--- config.mk ---
export PLATFORM = sky130hd
export DESIGN_NAME = l2_tlb
export DESIGN_NICKNAME = d
export VERILOG_FILES = /design/src/design/l2_tlb_pkg.sv /design/src/design/tlb_sram.sv /design/src/design/tlb_perm_check.sv /design/src/design/tlb_paddr_gen.sv /design/src/design/tlb_page.sv /design/src/design/l2_tlb.sv
export SDC_FILE = /design/constraint.sdc
export NUM_CORES = 2
export LEC_CHECK = 0
export BUFFER_PORTS_ARGS = -buffer_cell sky130_fd_sc_hd__buf_2
export CAP_MARGIN = 20
export CELL_PAD_IN_SITES_DETAIL_PLACEMENT = 1
export CELL_PAD_IN_SITES_GLOBAL_PLACEMENT = 2
export CORE_AREA = 2 2 571 573
export CTS_BUF_LIST = sky130_fd_sc_hd__clkbuf_8 sky130_fd_sc_hd__clkbuf_16
export CTS_CLUSTER_DIAMETER = 60
export CTS_CLUSTER_SIZE = 30
export DETAILED_ROUTE_END_ITERATION = 10
export DIE_AREA = 0 0 573 575
export GPL_ROUTABILITY_DRIVEN = 0
export PLACE_DENSITY = 0.68
export SETUP_SLACK_MARGIN = 0.02
export SLEW_MARGIN = 0
export SYNTH_ARGS = -nofsm -noshare
export SYNTH_HDL_FRONTEND = slang
export SYNTH_SLANG_ARGS = --single-unit
--- constraint.sdc ---
create_clock -name clk -period 38.7 [get_ports clk]
set_input_delay 11.61 -clock clk [delete_from_list [all_inputs] [get_ports clk]]
set_output_delay 11.61 -clock clk [all_outputs]
set_load 0.01 [all_outputs]
--- src/design/l2_tlb_pkg.sv ---
package l2_tlb_pkg;

    // sv32 address widths.
    localparam int vaddr_w = 32;
    localparam int paddr_w = 34;
    localparam int page_offset_w = 12;
    localparam int vpn_w = 10;
    localparam int pte_w = 32;

    // tlb geometry.
    localparam int line_ptes = 4;
    localparam int line_off_w = 2;
    localparam int l0_sets = 16;
    localparam int l1_sets = 8;
    localparam int num_levels = 2;

    typedef struct packed {
        logic [11:0] ppn1;
        logic [9:0]  ppn0;
        logic [1:0]  rsw;
        logic        d;
        logic        a;
        logic        g;
        logic        u;
        logic        x;
        logic        w;
        logic        r;
        logic        v;
    } pte_t;

    // one refill line, pte 0 in the low bits.
    typedef pte_t [line_ptes-1:0] pte_line_t;

    typedef enum logic [1:0] {
        fetch = 2'd0,
        load  = 2'd1,
        store = 2'd2
    } access_t;

    typedef logic [vaddr_w-1:0] vaddr_t;
    typedef logic [paddr_w-1:0] paddr_t;

endpackage

--- src/design/tlb_sram.sv ---
`timescale 1ns/10ps

module tlb_sram #(
    parameter type data_t = logic,
    parameter int depth = 16
) (
    input  logic                     clk,
    input  logic                     en,
    input  logic                     we,
    input  logic [$clog2(depth)-1:0] addr,
    input  data_t                    wdata,
    output data_t                    rdata
);

    data_t mem [depth];

    // contents power up cleared, so valid bits start low.
    initial begin
        for (int i = 0; i < depth; i++) begin
            mem[i] = '0;
        end
    end

    // write has priority, read data lands one cycle after en.
    always_ff @(posedge clk) begin
        if (en) begin
            if (we) begin
                mem[addr] <= wdata;
            end else begin
                rdata <= mem[addr];
            end
        end
    end

    a_addr_in_range: assert property (@(posedge clk) en |-> (addr < depth))
        else $error("tlb_sram address %0d out of range", addr);

endmodule

--- src/design/tlb_perm_check.sv ---
`timescale 1ns/10ps

module tlb_perm_check (
    input  l2_tlb_pkg::pte_t    entry,
    input  l2_tlb_pkg::access_t access,
    input  logic [1:0]          csr_mode,
    input  logic                csr_sum,
    input  logic                csr_mxr,
    output logic                exception
);

    import l2_tlb_pkg::*;

    logic leaf;
    logic format_fail;
    logic perm_ok;
    logic priv_fail;
    logic ad_fail;

    assign leaf = entry.r | entry.w | entry.x;

    // reserved encodings.
    assign format_fail = ~entry.v | (entry.w & ~entry.r) | (|entry.rsw);

    always_comb begin
        case (access)
            fetch:   perm_ok = entry.x;
            load:    perm_ok = entry.r | (entry.x & csr_mxr);
            store:   perm_ok = entry.w;
            default: perm_ok = 1'b0;
        endcase
    end

    // mode 0 is user, mode 1 supervisor.
    assign priv_fail = ((csr_mode == 2'd1) & entry.u & ~csr_sum) |
                       ((csr_mode == 2'd0) & ~entry.u);

    // no hardware a/d update, the walker must set them.
    assign ad_fail = ~entry.a | ((access == store) & ~entry.d);

    assign exception = format_fail | (leaf & (~perm_ok | priv_fail | ad_fail));

endmodule

--- src/design/tlb_paddr_gen.sv ---
`timescale 1ns/10ps

module tlb_paddr_gen #(
    parameter int level = 0
) (
    input  l2_tlb_pkg::pte_t   entry,
    input  l2_tlb_pkg::vaddr_t vaddr,
    output l2_tlb_pkg::paddr_t paddr
);

    import l2_tlb_pkg::*;

    generate
        if (level == 0) begin : g_page
            assign paddr = {entry.ppn1, entry.ppn0, vaddr[page_offset_w-1:0]};
        end else begin : g_mega
            logic             leaf;
            logic [vpn_w-1:0] vpn0;

            assign leaf = entry.r | entry.w | entry.x;
            assign vpn0 = vaddr[page_offset_w +: vpn_w];

            // leaf gives a megapage address, a pointer gives the next pte address.
            assign paddr = leaf ? {entry.ppn1, vpn0, vaddr[page_offset_w-1:0]}
                                : {entry[pte_w-1:10], vpn0, 2'b00};
        end
    endgenerate

endmodule

--- src/design/tlb_page.sv ---
`timescale 1ns/10ps

module tlb_page #(
    parameter int level = 0,
    parameter int sets = 16
) (
    input  logic                  clk,
    input  logic                  rst,
    input  logic                  req,
    input  logic                  flush,
    input  l2_tlb_pkg::vaddr_t    vaddr,
    input  logic                  refill_req,
    input  logic                  refill_write,
    input  l2_tlb_pkg::vaddr_t    refill_vaddr,
    input  l2_tlb_pkg::pte_line_t refill_data,
    input  logic                  fence_valid,
    input  logic                  fence_all,
    input  l2_tlb_pkg::vaddr_t    fence_vaddr,
    output logic                  hit,
    output l2_tlb_pkg::pte_t      entry,
    output logic                  unaligned,
    output logic                  fence_done
);

    import l2_tlb_pkg::*;

    localparam int idx_w = $clog2(sets);
    localparam int off_lo = page_offset_w + level * vpn_w;
    localparam int idx_lo = off_lo + line_off_w;
    localparam int tag_w = vpn_w * (num_levels - level) - line_off_w - idx_w;

    typedef struct packed {
        logic                 valid;
        logic [line_ptes-1:0] unaligned;
        logic [tag_w-1:0]     tag;
    } tag_entry_t;

    typedef enum logic [1:0] {
        st_idle,
        st_fence,
        st_fence_all,
        st_end
    } fence_state_t;

    fence_state_t         state;
    logic                 fence_rd;
    logic                 fence_we;
    logic [idx_w-1:0]     fence_idx;
    logic [tag_w-1:0]     fence_tag_q;
    logic                 fence_match;

    logic                 req_q;
    logic [line_off_w-1:0] off_q;
    logic [tag_w-1:0]     tag_q;

    logic                 refill_wr;
    logic [line_ptes-1:0] refill_unaligned;
    logic [idx_w-1:0]     ram_idx;
    logic                 tag_en;
    logic                 tag_we;
    tag_entry_t           tag_wdata;
    tag_entry_t           tag_rdata;
    logic                 data_en;
    pte_line_t            data_rdata;

    function automatic logic [idx_w-1:0] set_of(vaddr_t va);
        return va[idx_lo +: idx_w];
    endfunction

    function automatic logic [tag_w-1:0] tag_of(vaddr_t va);
        return va[vaddr_w-1 -: tag_w];
    endfunction

    assign refill_wr = refill_req & refill_write;

    // only megapage leaves can be misaligned.
    generate
        for (genvar i = 0; i < line_ptes; i++) begin : g_unaligned
            if (level == 1) begin : g_check
                assign refill_unaligned[i] = (refill_data[i].ppn0 != '0) &
                    (refill_data[i].r | refill_data[i].w | refill_data[i].x);
            end else begin : g_none
                assign refill_unaligned[i] = 1'b0;
            end
        end
    endgenerate

    // fence beats refill beats lookup.
    assign ram_idx = (fence_rd | fence_we) ? fence_idx :
                     refill_req            ? set_of(refill_vaddr) :
                                             set_of(vaddr);

    assign tag_en = req | refill_wr | fence_rd | fence_we;
    assign tag_we = refill_wr | fence_we;
    assign tag_wdata = fence_we ? '0 : {1'b1, refill_unaligned, tag_of(refill_vaddr)};
    assign data_en = req | refill_wr;

    tlb_sram #(
        .data_t(tag_entry_t),
        .depth (sets)
    ) u_tag_ram (
        .clk  (clk),
        .en   (tag_en),
        .we   (tag_we),
        .addr (ram_idx),
        .wdata(tag_wdata),
        .rdata(tag_rdata)
    );

    tlb_sram #(
        .data_t(pte_line_t),
        .depth (sets)
    ) u_data_ram (
        .clk  (clk),
        .en   (data_en),
        .we   (refill_wr),
        .addr (ram_idx),
        .wdata(refill_data),
        .rdata(data_rdata)
    );

    always_ff @(posedge clk or posedge rst) begin
        if (rst) begin
            req_q <= 1'b0;
        end else begin
            req_q <= req & ~flush;
        end
    end

    always_ff @(posedge clk) begin
        off_q <= vaddr[off_lo +: line_off_w];
        tag_q <= tag_of(vaddr);
    end

    assign hit = req_q & tag_rdata.valid & (tag_rdata.tag == tag_q);
    assign entry = data_rdata[off_q];
    assign unaligned = tag_rdata.unaligned[off_q];

    assign fence_match = tag_rdata.valid & (tag_rdata.tag == fence_tag_q);

    always_ff @(posedge clk) begin
        if (state == st_idle) begin
            fence_tag_q <= tag_of(fence_vaddr);
        end
    end

    // single fence: read, compare, clear. fence all sweeps every set.
    always_ff @(posedge clk or posedge rst) begin
        if (rst) begin
            state <= st_idle;
            fence_rd <= 1'b0;
            fence_we <= 1'b0;
            fence_idx <= '0;
            fence_done <= 1'b0;
        end else begin
            fence_done <= (state == st_end);
            case (state)
                st_idle: begin
                    if (fence_valid) begin
                        fence_idx <= fence_all ? '0 : set_of(fence_vaddr);
                        fence_rd <= ~fence_all;
                        fence_we <= fence_all;
                        state <= fence_all ? st_fence_all : st_fence;
                    end
                end
                st_fence: begin
                    fence_rd <= 1'b0;
                    // tag data is valid once the read strobe has dropped.
                    if (!fence_rd) begin
                        fence_we <= fence_match;
                        state <= st_end;
                    end
                end
                st_fence_all: begin
                    fence_idx <= fence_idx + 1'b1;
                    if (fence_idx == idx_w'(sets - 1)) begin
                        fence_we <= 1'b0;
                        state <= st_end;
                    end
                end
                default: begin
                    fence_we <= 1'b0;
                    state <= st_idle;
                end
            endcase
        end
    end

    a_no_refill_in_fence: assert property (
        @(posedge clk) disable iff (rst) (state != st_idle) |-> !refill_req
    ) else $error("refill during fence at level %0d", level);

endmodule

--- src/design/l2_tlb.sv ---
`timescale 1ns/10ps

module l2_tlb (
    input  logic                                     clk,
    input  logic                                     rst,
    input  logic                                     req,
    input  l2_tlb_pkg::vaddr_t                       vaddr,
    input  l2_tlb_pkg::access_t                      access,
    input  logic                                     flush,
    input  logic [1:0]                               csr_mode,
    input  logic                                     csr_sum,
    input  logic                                     csr_mxr,
    input  logic                                     fence_valid,
    input  logic                                     fence_all,
    input  l2_tlb_pkg::vaddr_t                       fence_vaddr,
    output logic                                     resp_valid,
    output logic                                     resp_exception,
    output logic                                     resp_error,
    output l2_tlb_pkg::pte_t                         resp_entry,
    output l2_tlb_pkg::vaddr_t                       resp_vaddr,
    output logic                                     resp_level,
    output logic                                     fence_done,
    output logic                                     ptw_req,
    output l2_tlb_pkg::vaddr_t                       ptw_vaddr,
    output l2_tlb_pkg::access_t                      ptw_access,
    output logic [l2_tlb_pkg::num_levels-1:0]        ptw_hit_level,
    output l2_tlb_pkg::paddr_t                       ptw_next_addr,
    input  logic                                     ptw_full,
    input  logic                                     refill_req,
    input  logic [l2_tlb_pkg::num_levels-1:0]        refill_level,
    input  l2_tlb_pkg::vaddr_t                       refill_vaddr,
    input  l2_tlb_pkg::pte_line_t                    refill_data
);

    import l2_tlb_pkg::*;

    logic                          req_q;
    logic                          err_q;
    vaddr_t                        vaddr_q;
    access_t                       access_q;

    logic [num_levels-1:0]         hit;
    pte_t [num_levels-1:0]         entry;
    logic [num_levels-1:0]         unaligned;
    logic [num_levels-1:0]         perm_exc;
    logic [num_levels-1:0]         leaf;
    logic [num_levels-1:0]         exception;
    logic [num_levels-1:0]         done;
    logic [num_levels-1:0]         pointer;
    paddr_t [num_levels-1:0]       paddr;

    logic                          any_done;
    pte_t                          sel_entry;
    logic                          sel_exc;
    paddr_t                        next_addr;

    // request buffer, refill in the same cycle steals the ram port.
    always_ff @(posedge clk or posedge rst) begin
        if (rst) begin
            req_q <= 1'b0;
            err_q <= 1'b0;
        end else begin
            req_q <= req & ~flush;
            err_q <= req & refill_req;
        end
    end

    always_ff @(posedge clk) begin
        vaddr_q <= vaddr;
        access_q <= access;
    end

    tlb_page #(
        .level(0),
        .sets (l0_sets)
    ) u_page0 (
        .clk         (clk),
        .rst         (rst),
        .req         (req),
        .flush       (flush),
        .vaddr       (vaddr),
        .refill_req  (refill_req),
        .refill_write(refill_level[0]),
        .refill_vaddr(refill_vaddr),
        .refill_data (refill_data),
        .fence_valid (fence_valid),
        .fence_all   (fence_all),
        .fence_vaddr (fence_vaddr),
        .hit         (hit[0]),
        .entry       (entry[0]),
        .unaligned   (unaligned[0]),
        .fence_done  (fence_done)
    );

    // level 1 has fewer sets and always finishes its fence first.
    tlb_page #(
        .level(1),
        .sets (l1_sets)
    ) u_page1 (
        .clk         (clk),
        .rst         (rst),
        .req         (req),
        .flush       (flush),
        .vaddr       (vaddr),
        .refill_req  (refill_req),
        .refill_write(refill_level[1]),
        .refill_vaddr(refill_vaddr),
        .refill_data (refill_data),
        .fence_valid (fence_valid),
        .fence_all   (fence_all),
        .fence_vaddr (fence_vaddr),
        .hit         (hit[1]),
        .entry       (entry[1]),
        .unaligned   (unaligned[1]),
        .fence_done  ()
    );

    generate
        for (genvar lv = 0; lv < num_levels; lv++) begin : g_level
            tlb_perm_check u_perm (
                .entry    (entry[lv]),
                .access   (access_q),
                .csr_mode (csr_mode),
                .csr_sum  (csr_sum),
                .csr_mxr  (csr_mxr),
                .exception(perm_exc[lv])
            );

            tlb_paddr_gen #(
                .level(lv)
            ) u_paddr (
                .entry(entry[lv]),
                .vaddr(vaddr_q),
                .paddr(paddr[lv])
            );

            assign leaf[lv] = entry[lv].r | entry[lv].w | entry[lv].x;
            assign exception[lv] = perm_exc[lv] | (leaf[lv] & unaligned[lv]);
        end
    endgenerate

    // a hit ends the lookup when it is a leaf or faults.
    assign done = hit & (leaf | exception);
    assign pointer = hit & ~leaf & ~exception;
    assign any_done = |done;

    // higher level wins.
    assign sel_entry = done[1] ? entry[1] : entry[0];
    assign sel_exc = done[1] ? exception[1] : exception[0];
    assign next_addr = pointer[1] ? paddr[1] : paddr[0];

    always_ff @(posedge clk or posedge rst) begin
        if (rst) begin
            resp_valid <= 1'b0;
            ptw_req <= 1'b0;
        end else begin
            resp_valid <= req_q & ~flush & (err_q | any_done | ptw_full);
            ptw_req <= req_q & ~flush & ~err_q & ~any_done & ~ptw_full;
        end
    end

    always_ff @(posedge clk) begin
        resp_exception <= ~err_q & any_done & sel_exc;
        resp_error <= err_q | (~any_done & ptw_full);
        resp_entry <= sel_entry;
        resp_vaddr <= vaddr_q;
        resp_level <= done[1];
        ptw_vaddr <= vaddr_q;
        ptw_access <= access_q;
        ptw_hit_level <= pointer;
        ptw_next_addr <= next_addr;
    end

    a_resp_or_walk: assert property (
        @(posedge clk) disable iff (rst) !(resp_valid && ptw_req)
    ) else $error("resp_valid and ptw_req pulsed together");

endmodule

==> reports/metrics.yaml <==
area_growth_pct: 12.7
hold_path_class: "flop to flop"
wire_per_inst_microns: 36.2
slowest_stage: "buf_4"
rsz0062_at_grt: "no"
num_vias: 71400
first_global_vias: 72900
grt_max_degree: 125
synth-seq-area-share: 0.787
tns_ns: 0
cp_slowest_stage_delay_ns: 0.77
setup_viol: 0
start_kind: "primary input"
wl_met3_microns: 27400
cp.required_ns: 39.27
r2r_slack_ns: 32.51
r2r-start: "u_page0.fence_we"
criticalPathCategory: "primary input to flop"
fmax_ghz: 0.0621
worst_pin_slew_ns: 1.16
grt.overflow.total: 0
period_share: 0.416
critPathArrivalTime_ns: 16.66
drt-met1-wl_microns: 173000
maxCapViolations: 0
placed_cell_area_sq_um: 153000
hpwl_microns: 248000
hp-start: "vaddr_q[3]"
vias_per_cell: 6.12
start_util: 0.449
min_period_ns: 16.09
die_h_microns: 575
ys_types: 60
ys.flop_type: "edfxtp_1"
async_flop_share: 0.00519
ios: 380
nFillCells: 28400
clkLatencyLatePin_ns: 0.95
numCtsBuffers: 292
synth_top_area_cell: "edfxtp_1"
routed_wl_microns: 422000
worstPathCellList: "buf_2 > buf_4 > mux2i_1 > nand2_1 > o21ai_4 > buf_4 > nand2b_1 > nor2_4 > buf_4 > buf_4 > buf_4"
r2r_cells: 10
htree_num_levels: 5
drt-pass1-iter-count: 6
worstHoldEndpoint: "ptw_vaddr[3]"
port_buffers: 351
top_layer: "met5"
p_leak_nw: 52.2
max_slew_margin: 0.209
clock_skew_ns: 0.0630
ant_nets: 0
coreArea_sq_um: 323000
r2r_end: "u_page0.u_data_ram.mem[6][49]"
synth_area_per_cell_sq_um: 22.0
end_kind: "flop"
worstPathMaxFanout: 35
power_density_nw_per_um2: 76.1
ys_ff_latch: 3851
postSynthCellCount: 6585
timing.final.max_slew_violations: 0
rows: 209
fin_area_sq_um: 163000
drtIter0Drc: 8009
finalHoldViolations: 0
status: "finished, final reports clean"
clock_path_buffers: 4
cts_root_buf: "clkbuf_16"
antenna_found_initial: 98
grt_first_pass_wirelength_microns: 586000
hold_depth: 0
synth_area_sq_um: 145000
synth-edff-count: 3692
die_area_sq_um: 329000
die_w_microns: 573
post-route-drc-count: 0
irDropWorstVdd_uv: 54.8
final_layout_size_suffix_gt1_frac: 0.275
path_common_cell: "buf_4"
cts-resized-gates: 0
synth_top_area_frac: 0.765
synth_area_leaders: "edfxtp_1 76%, mux4_2 11%, mux2i_1 3.4%"
syn-num-nets: 6836
dr_wl_met2_microns: 207000
cts_tree: "done"
clk_pin_slew_worst_paths_ns: 0.09
regArea_sq_um: 114000
postCtsHoldBufs: 0
multi_input_comb_area_sq_um: 29600
track_usage: 0.254
nets: 7288
cts_setup_buffers: 0
clock-sinks: 3851
ys_warn_count: 0
-- cells in the mapped netlist, types with 3 or more instances --
master / number
a21oi_1: 55
a221o_1: 67
a221oi_1: 132
a222oi_1: 3
a22o_1: 3
a22oi_1: 64
and2_1: 4
buf_1: 76
buf_2: 82
buf_4: 32
clkbuf_1: 200
dfrtp_1: 20
dfxtp_1: 139
edfxtp_1: 3692
ha_1: 11
inv_1: 18
mux2_1: 58
mux2_2: 155
mux2i_1: 488
mux4_2: 702
nand2_1: 158
nand2b_1: 6
nand3_1: 43
nand4_1: 8
nor2_1: 78
nor2b_1: 21
nor3_1: 25
nor4_1: 14
o21a_1: 5
o21ai_0: 13
o21ai_1: 36
o22ai_1: 46
o2bb2ai_1: 45
o31ai_1: 5
or3_1: 3
or3b_1: 3
or4_1: 11
xnor2_1: 11
xor2_1: 27
-- placed cells by master, fill, tap and decap left out, types with 53 or more instances in the layout --
master / instances
a221oi_1: 132
a221o_1: 67
buf_4: 171
edfxtp_1: 3692
a22oi_1: 64
clkbuf_16: 298
mux2_2: 155
dfxtp_1: 135
mux2_1: 58
a21oi_1: 55
mux2i_1: 484
buf_2: 351
diode_2: 68
inv_6: 53
nand2_1: 158
mux4_2: 702
-- metrics by stage --
stage	util	hold WS (ns)	power (mW)	worst slack (ns)	cells
after detailed placement	0.473	0.333	9.23	21.65	11100
after global routing	0.505	0.354	12.8	22.34	11600
final	0.505	0.344	12.4	22.61	11700
after CTS	0.505	0.347	12.5	22.61	11600
after floorplan	-	0.323	7.70	12.73	6585
after global placement	0.472	0.325	9.16	21.67	11100
-- cells by family after synthesis --
family,share of synthesized area
mux,0.159
simple gates,0.0120
flops,0.787
fa+ha+maj,0.000949
xor+xnor,0.00230
buf+inv,0.0122
compound gates,0.0260
-- worst max path at each step --
stage / startpoint / to / slack [ns]
3_3_place_gp: refill_req / u_page0.u_data_ram.rdata[16] / 21.67
5_1_grt: refill_req / u_page0.u_data_ram.rdata[16] / 22.34
4_1_cts: refill_req / u_page0.u_data_ram.rdata[16] / 22.61
6_report: refill_req / u_page0.u_data_ram.mem[6][49] / 22.61
2_1_floorplan: refill_req / u_page1.u_data_ram.mem[7][0] / 12.73
3_5_place_dp: refill_req / u_page0.u_data_ram.mem[6][31] / 21.65
-- worst max-delay path, delay by kind of cell --
family	cells	cell delay [ns]
buffers and inverters	6	3.21
muxes	1	0.29
AOI/OAI and AO/OA	1	0.39
and+or+nand+nor	3	0.94
-- flip-flops by register name (all words and copies together) (netlist names), 5 cells and up --
signal	cells
u_page1.u_data_ram.rdata	128
u_page1.fence_tag_q	5
vaddr_q	18
u_page0.tag_q	8
ptw_next_addr	34
u_page0.u_data_ram.mem	2048
resp_entry	32
u_page0.u_tag_ram.mem	240
u_page0.fence_tag_q	14
u_page0.u_tag_ram.rdata	15
ptw_vaddr	32
u_page1.u_tag_ram.mem	80
u_page1.u_tag_ram.rdata	10
u_page1.u_data_ram.mem	1024
u_page0.u_data_ram.rdata	128
-- per-layer routing --
layer,vias to the layer above,track usage
li1,28600,-
met2,2708,0.420
met1,39500,0.349
met4,24,0.0796
met3,590,0.0367
met5,-,0
-- cell type report --
type | count | area share
sequential | 3851 | 0.699
timing repair buffer | 549 | 0.0215
inverter | 19 | 0.000437
antenna | 68 | 0.00104
multi-input combinational | 2324 | 0.181
clock buffer | 299 | 0.0457
tap | 4325 | 0.0331
clock inverter | 234 | 0.0182
-- where the power goes --
group	leakage, nW	total, mW	switching [mW]	internal [mW]
Combinational	12.2	3.66	2.25	1.41
Clock	5.09	3.31	1.67	1.64
Sequential	34.9	5.45	0.275	5.18
No activity file was read; power rests on OpenSTA's default activity.
